`config.mk`:
```
export PLATFORM = sky130hd
export DESIGN_NAME = port_controller
export DESIGN_NICKNAME = d
export VERILOG_FILES = /design/src/verilog/io_pkg.sv /design/src/verilog/port_controller.sv /design/src/verilog/io_read_mux.sv /design/src/verilog/uart_tx.sv /design/src/verilog/pwm_led.sv /design/src/verilog/gpio_port.sv /design/src/verilog/io_decode.sv
export SDC_FILE = /design/constraint.sdc
export NUM_CORES = 1
export LEC_CHECK = 0
export BUFFER_PORTS_ARGS = -buffer_cell sky130_fd_sc_hd__buf_2
export CAP_MARGIN = 10
export CORE_UTILIZATION = 56
export DETAILED_ROUTE_END_ITERATION = 8
export GPL_ROUTABILITY_DRIVEN = 0
export PLACE_DENSITY = 0.77
export SLEW_MARGIN = 10
export SYNTH_ARGS = -nofsm -noshare
export SYNTH_HDL_FRONTEND = slang
export SYNTH_SLANG_ARGS = --single-unit
```
`constraint.sdc`:
```
create_clock -name CLK -period 2.18 [get_ports CLK]
set_input_delay 0.218 -clock CLK [delete_from_list [all_inputs] [get_ports CLK]]
set_output_delay 0.218 -clock CLK [all_outputs]
set_load 0.01 [all_outputs]
```
`src/verilog/io_pkg.sv`:
```
// ==========================================================
// Shared types and register map for the IO port controller.
// Compile first; modules import it inside their bodies and
// use scoped names in their port lists.
// ==========================================================
package io_pkg;

	localparam int DATA_W = 16;	// cpu bus word

	// one cpu bus cycle, no wait states
	typedef struct packed {
		logic [15:0]       addr;
		logic [DATA_W-1:0] wdata;
		logic              wr;
		logic              rd;
	} io_req_t;

	// peripheral picked by the upper address bits
	typedef enum logic [1:0] {
		SEL_NONE = 2'd0,
		SEL_UART = 2'd1,
		SEL_GPIO = 2'd2,
		SEL_PWM  = 2'd3
	} io_sel_e;

	// decoded write strobes, at most one high per cycle
	typedef struct packed {
		logic              uart;
		logic              gpio;
		logic              pwm;
		logic [3:0]        off;	// register offset within the block
		logic [DATA_W-1:0] data;
	} io_wr_t;

	typedef enum logic [1:0] {
		IDLE  = 2'd0,
		START = 2'd1,
		DATA  = 2'd2,
		STOP  = 2'd3
	} uart_state_e;

	// addr[15:4] of each block
	localparam logic [11:0] BASE_UART = 12'h010;
	localparam logic [11:0] BASE_GPIO = 12'h011;
	localparam logic [11:0] BASE_PWM  = 12'h012;

	localparam logic [3:0] OFF_GPIO_OUT = 4'd0;
	localparam logic [3:0] OFF_GPIO_IN  = 4'd1;	// read only

	localparam logic [3:0] OFF_PWM0 = 4'd0;
	localparam logic [3:0] OFF_PWM1 = 4'd1;
	localparam logic [3:0] OFF_PWM2 = 4'd2;

endpackage
```
`src/verilog/port_controller.sv`:
```
// ==========================================================
// IO port controller top. Decodes the cpu bus onto a UART
// transmitter, a GPIO port and a PWM LED driver, and
// returns registered read data one cycle after a read.
// ==========================================================
`timescale 1ns/1ps

module port_controller #(
	parameter int CLOCK_FREQ = 10000000,
	parameter int BAUD_RATE  = 115200,
	parameter int PWM_BITS   = 8
) (
	input  logic                      CLK,
	input  logic                      RSTb,
	input  io_pkg::io_req_t           bus,
	output logic [io_pkg::DATA_W-1:0] rdata,
	input  logic [5:0]                gpio_in,
	output logic [3:0]                gpio_out,
	output logic [2:0]                led,
	output logic                      uart_txd
);
	import io_pkg::*;

	io_wr_t            wr_bus;
	io_sel_e           sel;
	logic [DATA_W-1:0] uart_word;
	logic [DATA_W-1:0] gpio_word;
	logic [DATA_W-1:0] pwm_word;

	io_decode u_decode (
		.bus    (bus),
		.wr_bus (wr_bus),
		.sel    (sel)
	);

	uart_tx #(
		.CLOCK_FREQ (CLOCK_FREQ),
		.BAUD_RATE  (BAUD_RATE)
	) u_uart (
		.CLK     (CLK),
		.RSTb    (RSTb),
		.wr_bus  (wr_bus),
		.txd     (uart_txd),
		.rd_word (uart_word)
	);

	gpio_port u_gpio (
		.CLK      (CLK),
		.RSTb     (RSTb),
		.wr_bus   (wr_bus),
		.gpio_in  (gpio_in),
		.gpio_out (gpio_out),
		.rd_word  (gpio_word)
	);

	pwm_led #(
		.PWM_BITS (PWM_BITS)
	) u_pwm (
		.CLK     (CLK),
		.RSTb    (RSTb),
		.wr_bus  (wr_bus),
		.led     (led),
		.rd_word (pwm_word)
	);

	io_read_mux u_rmux (
		.CLK       (CLK),
		.RSTb      (RSTb),
		.rd        (bus.rd),
		.sel       (sel),
		.uart_word (uart_word),
		.gpio_word (gpio_word),
		.pwm_word  (pwm_word),
		.rdata     (rdata)
	);

endmodule

```
`src/verilog/io_read_mux.sv`:
```
// ==========================================================
// Read result stage. On a read the word of the selected
// block is registered and held on rdata until the next
// read, so data shows one cycle after the address.
// ==========================================================
`timescale 1ns/1ps

module io_read_mux (
	input  logic                      CLK,
	input  logic                      RSTb,
	input  logic                      rd,
	input  io_pkg::io_sel_e           sel,
	input  logic [io_pkg::DATA_W-1:0] uart_word,
	input  logic [io_pkg::DATA_W-1:0] gpio_word,
	input  logic [io_pkg::DATA_W-1:0] pwm_word,
	output logic [io_pkg::DATA_W-1:0] rdata
);
	import io_pkg::*;

	logic [DATA_W-1:0] rd_next;

	always_comb begin
		case (sel)
			SEL_UART: rd_next = uart_word;
			SEL_GPIO: rd_next = gpio_word;
			SEL_PWM:  rd_next = pwm_word;
			default:  rd_next = '0;	// SEL_NONE
		endcase
	end

	always_ff @(posedge CLK) begin
		if (!RSTb) begin
			rdata <= '0;
		end else if (rd) begin
			rdata <= rd_next;
		end
	end

	a_sel_known: assert property (@(posedge CLK) disable iff (!RSTb)
		rd |-> !$isunknown(sel))
		else $error("io_read_mux: read with unknown select");

endmodule

```
`src/verilog/uart_tx.sv`:
```
// ==========================================================
// 8N1 UART transmitter. A write to offset 0 while idle
// sends wdata[7:0]; writes while busy are dropped. Reading
// offset 0 returns busy in bit 0.
// ==========================================================
`timescale 1ns/1ps

module uart_tx #(
	parameter int CLOCK_FREQ = 10000000,
	parameter int BAUD_RATE  = 115200
) (
	input  logic                      CLK,
	input  logic                      RSTb,
	input  io_pkg::io_wr_t            wr_bus,
	output logic                      txd,
	output logic [io_pkg::DATA_W-1:0] rd_word
);
	import io_pkg::*;

	localparam int DIV   = CLOCK_FREQ / BAUD_RATE;	// cycles per bit
	localparam int CNT_W = (DIV > 1) ? $clog2(DIV) : 1;

	uart_state_e      state;
	logic [CNT_W-1:0] baud_cnt;
	logic [2:0]       bit_idx;
	logic [7:0]       shreg;
	logic             busy;
	logic             bit_end;
	logic             start_req;

	assign busy      = (state != IDLE);
	assign bit_end   = (baud_cnt == CNT_W'(DIV - 1));
	assign start_req = wr_bus.uart && (wr_bus.off == 4'd0) && !busy;

	always_ff @(posedge CLK) begin
		if (!RSTb) begin
			state    <= IDLE;
			txd      <= 1'b1;	// line idles high
			baud_cnt <= '0;
			bit_idx  <= 3'd0;
		end else begin
			baud_cnt <= (bit_end || state == IDLE) ? '0 : baud_cnt + 1'b1;
			case (state)
				IDLE: if (start_req) begin
					state <= START;
					txd   <= 1'b0;
				end
				START: if (bit_end) begin
					state   <= DATA;
					txd     <= shreg[0];	// lsb first
					bit_idx <= 3'd0;
				end
				DATA: if (bit_end) begin
					if (bit_idx == 3'd7) begin
						state <= STOP;
						txd   <= 1'b1;
					end else begin
						bit_idx <= bit_idx + 1'b1;
						txd     <= shreg[0];
					end
				end
				STOP: if (bit_end) begin
					state <= IDLE;
				end
				default: state <= IDLE;
			endcase
		end
	end

	// byte is latched on accept, then shifted as each bit goes out
	always_ff @(posedge CLK) begin
		if (start_req) begin
			shreg <= wr_bus.data[7:0];
		end else if (bit_end && (state == START || state == DATA)) begin
			shreg <= {1'b0, shreg[7:1]};
		end
	end

	assign rd_word = (wr_bus.off == 4'd0) ? DATA_W'(busy) : '0;

	a_idle_high: assert property (@(posedge CLK) disable iff (!RSTb)
		(state == IDLE) |-> txd)
		else $error("uart_tx: txd low while idle");

endmodule

```
`src/verilog/pwm_led.sv`:
```
// ==========================================================
// Three channel PWM LED driver. Each channel has a duty
// register at offsets 0..2; a shared free running counter
// sets the period to 2^PWM_BITS cycles.
// ==========================================================
`timescale 1ns/1ps

module pwm_led #(
	parameter int PWM_BITS = 8
) (
	input  logic                      CLK,
	input  logic                      RSTb,
	input  io_pkg::io_wr_t            wr_bus,
	output logic [2:0]                led,
	output logic [io_pkg::DATA_W-1:0] rd_word
);
	import io_pkg::*;

	logic [PWM_BITS-1:0] duty [3];
	logic [PWM_BITS-1:0] cnt;	// wraps, no terminal count

	always_ff @(posedge CLK) begin
		if (!RSTb) begin
			duty[0] <= '0;
			duty[1] <= '0;
			duty[2] <= '0;
		end else if (wr_bus.pwm) begin
			case (wr_bus.off)
				OFF_PWM0: duty[0] <= wr_bus.data[PWM_BITS-1:0];
				OFF_PWM1: duty[1] <= wr_bus.data[PWM_BITS-1:0];
				OFF_PWM2: duty[2] <= wr_bus.data[PWM_BITS-1:0];
				default: ;	// no register there
			endcase
		end
	end

	always_ff @(posedge CLK) begin
		if (!RSTb) begin
			cnt <= '0;
			led <= 3'b000;
		end else begin
			cnt <= cnt + 1'b1;
			for (int i = 0; i < 3; i++) begin
				led[i] <= (cnt < duty[i]);	// duty 0 keeps the led dark
			end
		end
	end

	always_comb begin
		case (wr_bus.off)
			OFF_PWM0: rd_word = DATA_W'(duty[0]);
			OFF_PWM1: rd_word = DATA_W'(duty[1]);
			OFF_PWM2: rd_word = DATA_W'(duty[2]);
			default:  rd_word = '0;
		endcase
	end

endmodule

```
`src/verilog/gpio_port.sv`:
```
// ==========================================================
// Four bit GPIO output port and six synchronized inputs.
// Offset 0 is the output register, offset 1 reads the pins
// after two flops. Read word is combinational on the offset.
// ==========================================================
`timescale 1ns/1ps

module gpio_port (
	input  logic                      CLK,
	input  logic                      RSTb,
	input  io_pkg::io_wr_t            wr_bus,
	input  logic [5:0]                gpio_in,
	output logic [3:0]                gpio_out,
	output logic [io_pkg::DATA_W-1:0] rd_word
);
	import io_pkg::*;

	logic [5:0] in_meta;	// first stage, may be metastable
	logic [5:0] in_sync;

	always_ff @(posedge CLK) begin
		if (!RSTb) begin
			gpio_out <= 4'b0000;
		end else if (wr_bus.gpio && wr_bus.off == OFF_GPIO_OUT) begin
			gpio_out <= wr_bus.data[3:0];
		end
	end

	// pins are asynchronous to CLK
	always_ff @(posedge CLK) begin
		if (!RSTb) begin
			in_meta <= 6'b0;
			in_sync <= 6'b0;
		end else begin
			in_meta <= gpio_in;
			in_sync <= in_meta;
		end
	end

	always_comb begin
		case (wr_bus.off)
			OFF_GPIO_OUT: rd_word = DATA_W'(gpio_out);
			OFF_GPIO_IN:  rd_word = DATA_W'(in_sync);
			default:      rd_word = '0;
		endcase
	end

endmodule

```
`src/verilog/io_decode.sv`:
```
// ==========================================================
// Address decoder for the IO bus. Purely combinational:
// picks the peripheral from addr[15:4], steers the write
// strobe to it and passes the read select on.
// ==========================================================
`timescale 1ns/1ps

module io_decode (
	input  io_pkg::io_req_t bus,
	output io_pkg::io_wr_t  wr_bus,
	output io_pkg::io_sel_e sel
);
	import io_pkg::*;

	logic [11:0] page;

	assign page = bus.addr[15:4];

	always_comb begin
		case (page)
			BASE_UART: sel = SEL_UART;
			BASE_GPIO: sel = SEL_GPIO;
			BASE_PWM:  sel = SEL_PWM;
			default:   sel = SEL_NONE;	// unmapped, reads zero
		endcase
	end

	always_comb begin
		wr_bus.uart = bus.wr && (sel == SEL_UART);
		wr_bus.gpio = bus.wr && (sel == SEL_GPIO);
		wr_bus.pwm  = bus.wr && (sel == SEL_PWM);
		wr_bus.off  = bus.addr[3:0];
		wr_bus.data = bus.wdata;
	end

endmodule

```
* After elaboration in Yosys (flattened, before gate mapping)
Memories as Yosys holds them, arrays and structs flattened.
Cells that the tools add are included.
** Operators by class
- Multipliers :: 0
- Reductions and logical operators :: 20
- Equal/unequal tests :: 19
- Mux-type cells :: 38
- Shifts and indexed selects :: 0
- Div/mod/pow operators :: 0
- Bitwise logic cells :: 4
- Magnitude comparators :: 3
- $add $sub $neg :: 3
** Operator list (number)
- 8-bit case mux with 3 select lines :: 2
- 8-bit two-way mux :: 5
- 12-bit by 5-bit equality test with 1-bit output, second input constant :: 3
- 8-bit less-than comparator :: 3
- 1-bit two-way mux :: 18
- 6-bit case mux with 2 select lines :: 1
- 2-bit two-way mux :: 5
- 2-bit by 1-bit inequality test with 1-bit output, second input constant :: 5
- 3-bit two-way mux :: 3
- 8-bit by 1-bit adder with 8-bit output, second input constant :: 1
- 2-bit equality test, second input constant :: 4
- 2-bit case mux with 4 select lines :: 1
- 4-bit AND reduction :: 2
- 7-bit by 1-bit adder with 7-bit output, second input constant :: 1
- 7-bit equality test, second input constant :: 1
- 1-bit logical AND :: 7
- 2-bit case mux with 3 select lines :: 1
- 3-bit case mux with 2 select lines :: 1
- 2-bit nonzero test :: 3
- 5-bit AND reduction :: 1
- 2-bit by 1-bit equality test with 1-bit output, second input constant :: 2
- 4-bit by 1-bit equality test with 1-bit output, second input constant :: 1
- 4-bit by 2-bit equality test with 1-bit output, second input constant :: 1
- 4-bit zero test :: 1
- other kinds (11) :: 14
** Storage, ports and cells
- Register bits after elaboration :: 64
- Bits in read-only memories :: 0
- Memories kept :: 1
- Input port bits :: 42
- Latch bits :: 0
- Bits in writable memories :: 24
- Logic and storage cells :: 99
- Output and inout bits :: 24
** Memories
- u_pwm.duty :: words 3, bits a word 8, read ports 3, clocked after memory_dff 0, write ports 3, RTL line pwm_led.sv:19 : logic [PWM_BITS-1:0] duty [3];

* Logic depth before layout (Yosys ltp)
- Depth in word-level cells :: 8
- Gate-level depth with buffers :: 7
- Depth with buffers taken out :: 7

* Hierarchy
From an unflattened synthesis, not the netlist that was laid out.
** Unflattened totals
- Cells, all modules :: 512
- Area total of the unflattened synthesis :: 5028.6 um^2
** Modules (own cells, without submodules)
- pwm_led :: instances 1, area each 1988.2 um^2, cells an instance 182
- uart_tx :: instances 1, area each 1239.9 um^2, cells an instance 124
- io_read_mux :: instances 1, area each 889.6 um^2, cells an instance 106
- gpio_port :: instances 1, area each 665.6 um^2, cells an instance 68
- io_decode :: instances 1, area each 245.2 um^2, cells an instance 32

* Worst setup path after synthesis
Ideal clock, no wire load.
- Path type :: in2reg
- Start point :: in bus[27] in the netlist's numbering
- End point :: mem u_pwm.duty[1][2] (netlist: u_pwm.duty[0][10]), enable pin
- Arrival time :: 1.480 ns
- Buffers on the path :: 0
- Required time :: 1.796 ns
- Path slack :: 0.316 ns
- Stages on the path :: 4
- Library setup time :: 0.384 ns
- Path through :: nor4b_4 > and3_1 > nand3_1 > o21ai_0
** RTL lines
- start: declaration :: RTL line port_controller.sv:15 : input io_pkg::io_req_t bus,
- end: declaration :: RTL line pwm_led.sv:19

* Worst setup path in the final report
- Start point :: reg u_uart.state[0]
- End point :: reg u_uart.shreg[5], enable pin
** Between the ends
- Longest elaborated chain between the ends :: 4
- Elaborated cells on any way between the ends :: 8
- Classes of those cells :: eq/ne (2); reduce/logical (6)
** Ends and longest elaborated chain
- start: declaration :: RTL line uart_tx.sv:23 : uart_state_e state;
- start signal: assignment :: RTL line uart_tx.sv:37 : state <= IDLE;
- start signal: assignment :: RTL line uart_tx.sv:45 : state <= START;
- start signal: assignment :: RTL line uart_tx.sv:49 : state <= DATA;
- 2-bit by 1-bit equality test with 1-bit output, or another cell as far along :: RTL line uart_tx.sv:74 : end else if (bit_end && (state == START || state == DATA)) begin
- 1-bit logical OR or 1-bit zero test (tied branches) :: RTL line uart_tx.sv:74, uart_tx.sv:33
- 1-bit logical AND (on tied branches) :: RTL line uart_tx.sv:74, uart_tx.sv:33
- 2-bit nonzero test (no source line) (*)
- end signal: assignment :: RTL line uart_tx.sv:73 : shreg <= wr_bus.data[7:0];
- end signal: assignment :: RTL line uart_tx.sv:75 : shreg <= {1'b0, shreg[7:1]};
- end: declaration :: RTL line uart_tx.sv:26 : logic [7:0] shreg;
Mark *: on every way between the ends. The rest lies on a longest branch, timed or not.
A chain may end at the register's enable or synchronous reset.

==> results.md <==
Placed design:
- Input and output buffers added on the ports amount to 49.
- The HPWL after detailed placement is 6050 um.
- Once placement completed, the tool counted placed cells totaling 530.

Timing:
- The total of endpoints with negative setup slack in the final report is 0.
- Setup repair after global routing left no endpoint under its margin.
- Based on the critical path, the design can be clocked at up to 0.527 GHz.
- The max-slew violation total from the final report is 0.
- The final critical-path required period is 1.90 ns.
- The measured slew at the worst slew-check pin is 0.591 ns.
- The worst max-slew margin expressed relative to the limit is 60.0%.
- The final worst-path cycle share is 87.0%.
- The setup TNS after final layout is 0 ns.
- The final hold violation count is 0.
- The largest clock skew in the final design is 0.00393 ns.

Run:
- The number of maximum-capacitance violations is 0.

Floorplanning:
- The initial utilization of the core area, before any placement, comes to 58.0%.
- The floorplan step set the die height to 86.1 um.
- The floorplan has 30 rows.
- The die covers 0.00742 sq mm.
- The core region is 0.00683 sq mm.
- The die is 86.1 um wide.
- 66 I/O pins were placed.

Clock network:
- TritonCTS built the clock tree.
- The insertion delay of the later-clocked pin in the worst-skew pair is 0.34 ns.
- CTS saw 80 sinks.
- The root buffer cell chosen for the clock tree is sky130_fd_sc_hd__clkbuf_8.
- The number of gates resized after CTS was 0.
- The number of buffers inserted during clock tree synthesis is 9.
- The clock tree synthesis step divided the H-tree into 3 levels.
- After clock tree synthesis, the clock-pin slew on the worst setup and hold paths is 0.08 ns.
- After clock tree synthesis, the setup repair step added 0 buffers.
- Hold repair after CTS inserted 0 buffers.
- The maximum number of buffers from clock root to sink is 2.

Synth:
- The share of the Yosys chip area taken by registers is 48.5%.
- The most instantiated flip-flop cell in the synthesis netlist is sky130_fd_sc_hd__dfxtp_1.
- The synthesized design contains 32 enable-type register cells.
- Summing every instance area after synthesis gives 0.00396 sq mm.
- Dividing the synthesized area by the synthesized cell count gives 10.3 sq um.
- During synthesis, Yosys emitted a total of 0 warnings.
- The gate count after technology mapping is 386.
- The library cell with the largest summed area after synthesis is sky130_fd_sc_hd__dfxtp_1.
- The share of async-settable or async-resettable flops after synthesis is 0%.
- The share of synthesized area in the top cell type comes to 24.3%.
- By instance count, the leading cell after synthesis is sky130_fd_sc_hd__dfxtp_1.
- The netlist uses 50 different library cells.
- Counting flops and latches in the post-synthesis netlist gives 80.
- Counting instances in the post-synthesis netlist gives the leading cell types as sky130_fd_sc_hd__dfxtp_1 (48), sky130_fd_sc_hd__nand2_1 (40), sky130_fd_sc_hd__edfxtp_1 (32).
- Yosys attributes the largest share of cell area to sky130_fd_sc_hd__dfxtp_1 (24%), sky130_fd_sc_hd__edfxtp_1 (24%), sky130_fd_sc_hd__ha_1 (9.5%), sky130_fd_sc_hd__nand2_1 (3.8%), sky130_fd_sc_hd__and2_1 (3.3%).

Route:
- Once detail routing completed, the nets flagged for antenna violations numbered 0.
- The routed design has 8040 um of wire.
- The number of optimization iterations in the first detailed-route pass is 4.
- The via count normalized by instance count is 5.36.
- The first routing iteration left 151 violations.
- Dividing the detail-routed wire length by the instance count gives 14.7 um.
- The number of vias after detailed routing is 2925.
- The final routed DRC violation total is 0.

Cells and area:
- The area of combinational cells with multiple inputs is 0.00186 sq mm.
- The share of cells above drive strength 1 is 20.4%.
- The area occupied by registers is 0.00192 sq mm.
- The layout filler cell count is 547.
- The area growth from synthesis to layout is 14.6%.
- The number of antenna diodes in the final layout is 0.
- In the final design database the tool counted 517 nets.
- The final cell count without fillers is 546.

Power:
- The power density normalized to cell area is 659 mW/mm^2.
- The share of total power dissipated in combinational logic is 7.6%.
- Cell internal power was estimated by the tool at 0.00229 W.
- The clock network is responsible for 38.3% of the overall power.
- Registers are responsible for 54.1% of the overall power.
- The switching power as a share of total power is 23.4%.
- The static leakage is 1.91 nW.
- The analysis attributes to net switching a power of 0.000699 W.
- The maximum VDD drop is 0.000363 V.

Worst setup path:
- The critical path class is reg2reg.
- The worst path required time is 2.20 ns.
- The data arrival time of the critical path is 1.92 ns.
- STA classifies the critical path startpoint as a register.
- The element type at the critical path end is a register.
- The maximum fanout count along the critical path is 9.

Global routing:
- The number of global-route vias before repair is 2796.
- The met1 routing resource usage after global routing is 30.8%.
- Entering global routing, the biggest net connects 23 pins.
- After global routing, the most crowded layer is met2.
- The number of antenna violations at the first check in global routing is 0.
- Global routing consumed, on the met3 layer, 5.97% of the routing resources.
- For this run, global-route usage on met2 was measured as 37.3%.
- The overall global routing resource usage is 23.3%.
- The first global-routing pass estimated 13200 um of wire.
- The overflow left after global routing is 0.

Hold path:
- The class of the tightest hold or removal check is in2reg.

Outcome:
- The flow ran to the end, and the final reports show no timing, DRC or antenna violations.
==> layout make-up <==
| class | count | share of cell area [%] |
|---|---|---|
| clock inverter | 4 | 1.16 |
| clock buffer | 12 | 3.45 |
| inverter | 28 | 2.32 |
| sequential | 80 | 42.3 |
| tap | 96 | 2.65 |
| timing repair buffer | 59 | 7.06 |
| multi-input combinational | 267 | 41.0 |
==> critical path: stages, from the launching register on <==
cell                      delay (ns)
sky130_fd_sc_hd__dfxtp_1        0.35
sky130_fd_sc_hd__inv_1          0.09
sky130_fd_sc_hd__ha_1           0.26
sky130_fd_sc_hd__inv_1          0.11
sky130_fd_sc_hd__nor3_4         0.43
sky130_fd_sc_hd__a21o_1         0.33
==> cells in the final DEF (no fill, tap or decap), drive strengths merged, types with 3 or more instances in the layout <==
cell type / netlist / layout
buf: 11 / 59
dfxtp: 48 / 48
nand2: 40 / 40
edfxtp: 32 / 32
ha: 30 / 30
inv: 28 / 28
nor2: 24 / 24
o21ai: 23 / 23
and2: 21 / 21
nand3: 20 / 20
a21oi: 14 / 14
clkbuf: 7 / 12
mux2i: 11 / 11
xor2: 8 / 8
conb: 1 / 8
mux2: 7 / 7
a21o: 7 / 7
nand2b: 5 / 5
nor3: 5 / 5
and3: 4 / 4
nor2b: 4 / 4
a22oi: 4 / 4
nor4: 4 / 4
xnor2: 3 / 3
o311ai: 3 / 3
clkinv: 0 / 3
==> registers in the layout (all words and copies together), names as in the netlist <==
register	flops
u_gpio.gpio_out	4
u_gpio.in_meta	6
u_gpio.in_sync	6
u_pwm.cnt	8
u_pwm.duty	24
u_pwm.led	3
u_rmux.rdata	8
u_uart.baud_cnt	7
u_uart.bit_idx	3
u_uart.shreg	8
u_uart.state	2
u_uart.txd	1
==> per-stage QoR <==
step | power, W | hold slack, ns | utilization [%] | setup slack (ns) | area, sq um
global placement | 0.00187 | 0.415 | 63.4 | 0.215 | 4330
global route | 0.00311 | 0.0578 | 66.4 | 0.164 | 4540
detailed placement | 0.00188 | 0.419 | 63.4 | 0.143 | 4330
CTS | 0.00301 | 0.0637 | 66.4 | 0.279 | 4540
finish | 0.00299 | 0.0779 | 66.4 | 0.283 | 4540
floorplan | 0.00178 | 0.345 | - | 0.316 | 3990
==> kinds of logic after synthesis <==
| kind of cell | synth area share (%) |
|---|---|
| AO/OA/AOI/OAI | 9.95 |
| XOR/XNOR | 2.43 |
| buffers and inverters | 5.15 |
| flip-flops | 48.5 |
| AND/OR/NAND/NOR | 19.6 |
| multiplexers | 4.77 |
| other | 0.0946 |
| adder cells (fa/ha/maj) | 9.47 |
==> power by group through the flow <==
stage / clock network, W / registers [W] / logic [W]
3_5_place_dp: 0 / 0.00165 / 0.000224
3_3_place_gp: 0 / 0.00165 / 0.000218
6_report: 0.00115 / 0.00162 / 0.000226
4_1_cts: 0.00116 / 0.00162 / 0.000226
5_1_grt: 0.00123 / 0.00162 / 0.000253
2_1_floorplan: 0 / 0.00165 / 0.000137
==> final timing paths <==
| path | start | end | slack (ns) | cells past startpoint |
|---|---|---|---|---|
| max | u_uart.state[0] | u_uart.shreg[5] | 0.28 | 5 |
| min | gpio_in[5] | u_gpio.in_meta[5] | 0.08 | 2 |
| max reg2reg | u_uart.state[0] | u_uart.shreg[5] | 0.28 | 5 |
| min reg2reg | u_gpio.in_meta[2] | u_gpio.in_sync[2] | 0.44 | 1 |
==> routing by layer <==
| metal | vias to the layer above | routed length [um] |
|---|---|---|
| li1 | 1451 | - |
| met1 | 1397 | 3770 |
| met2 | 67 | 3890 |
| met3 | 10 | 258 |
| met4 | 0 | 121 |
| met5 | - | 0 |
Note: power is estimated with default switching activity, not from simulation.
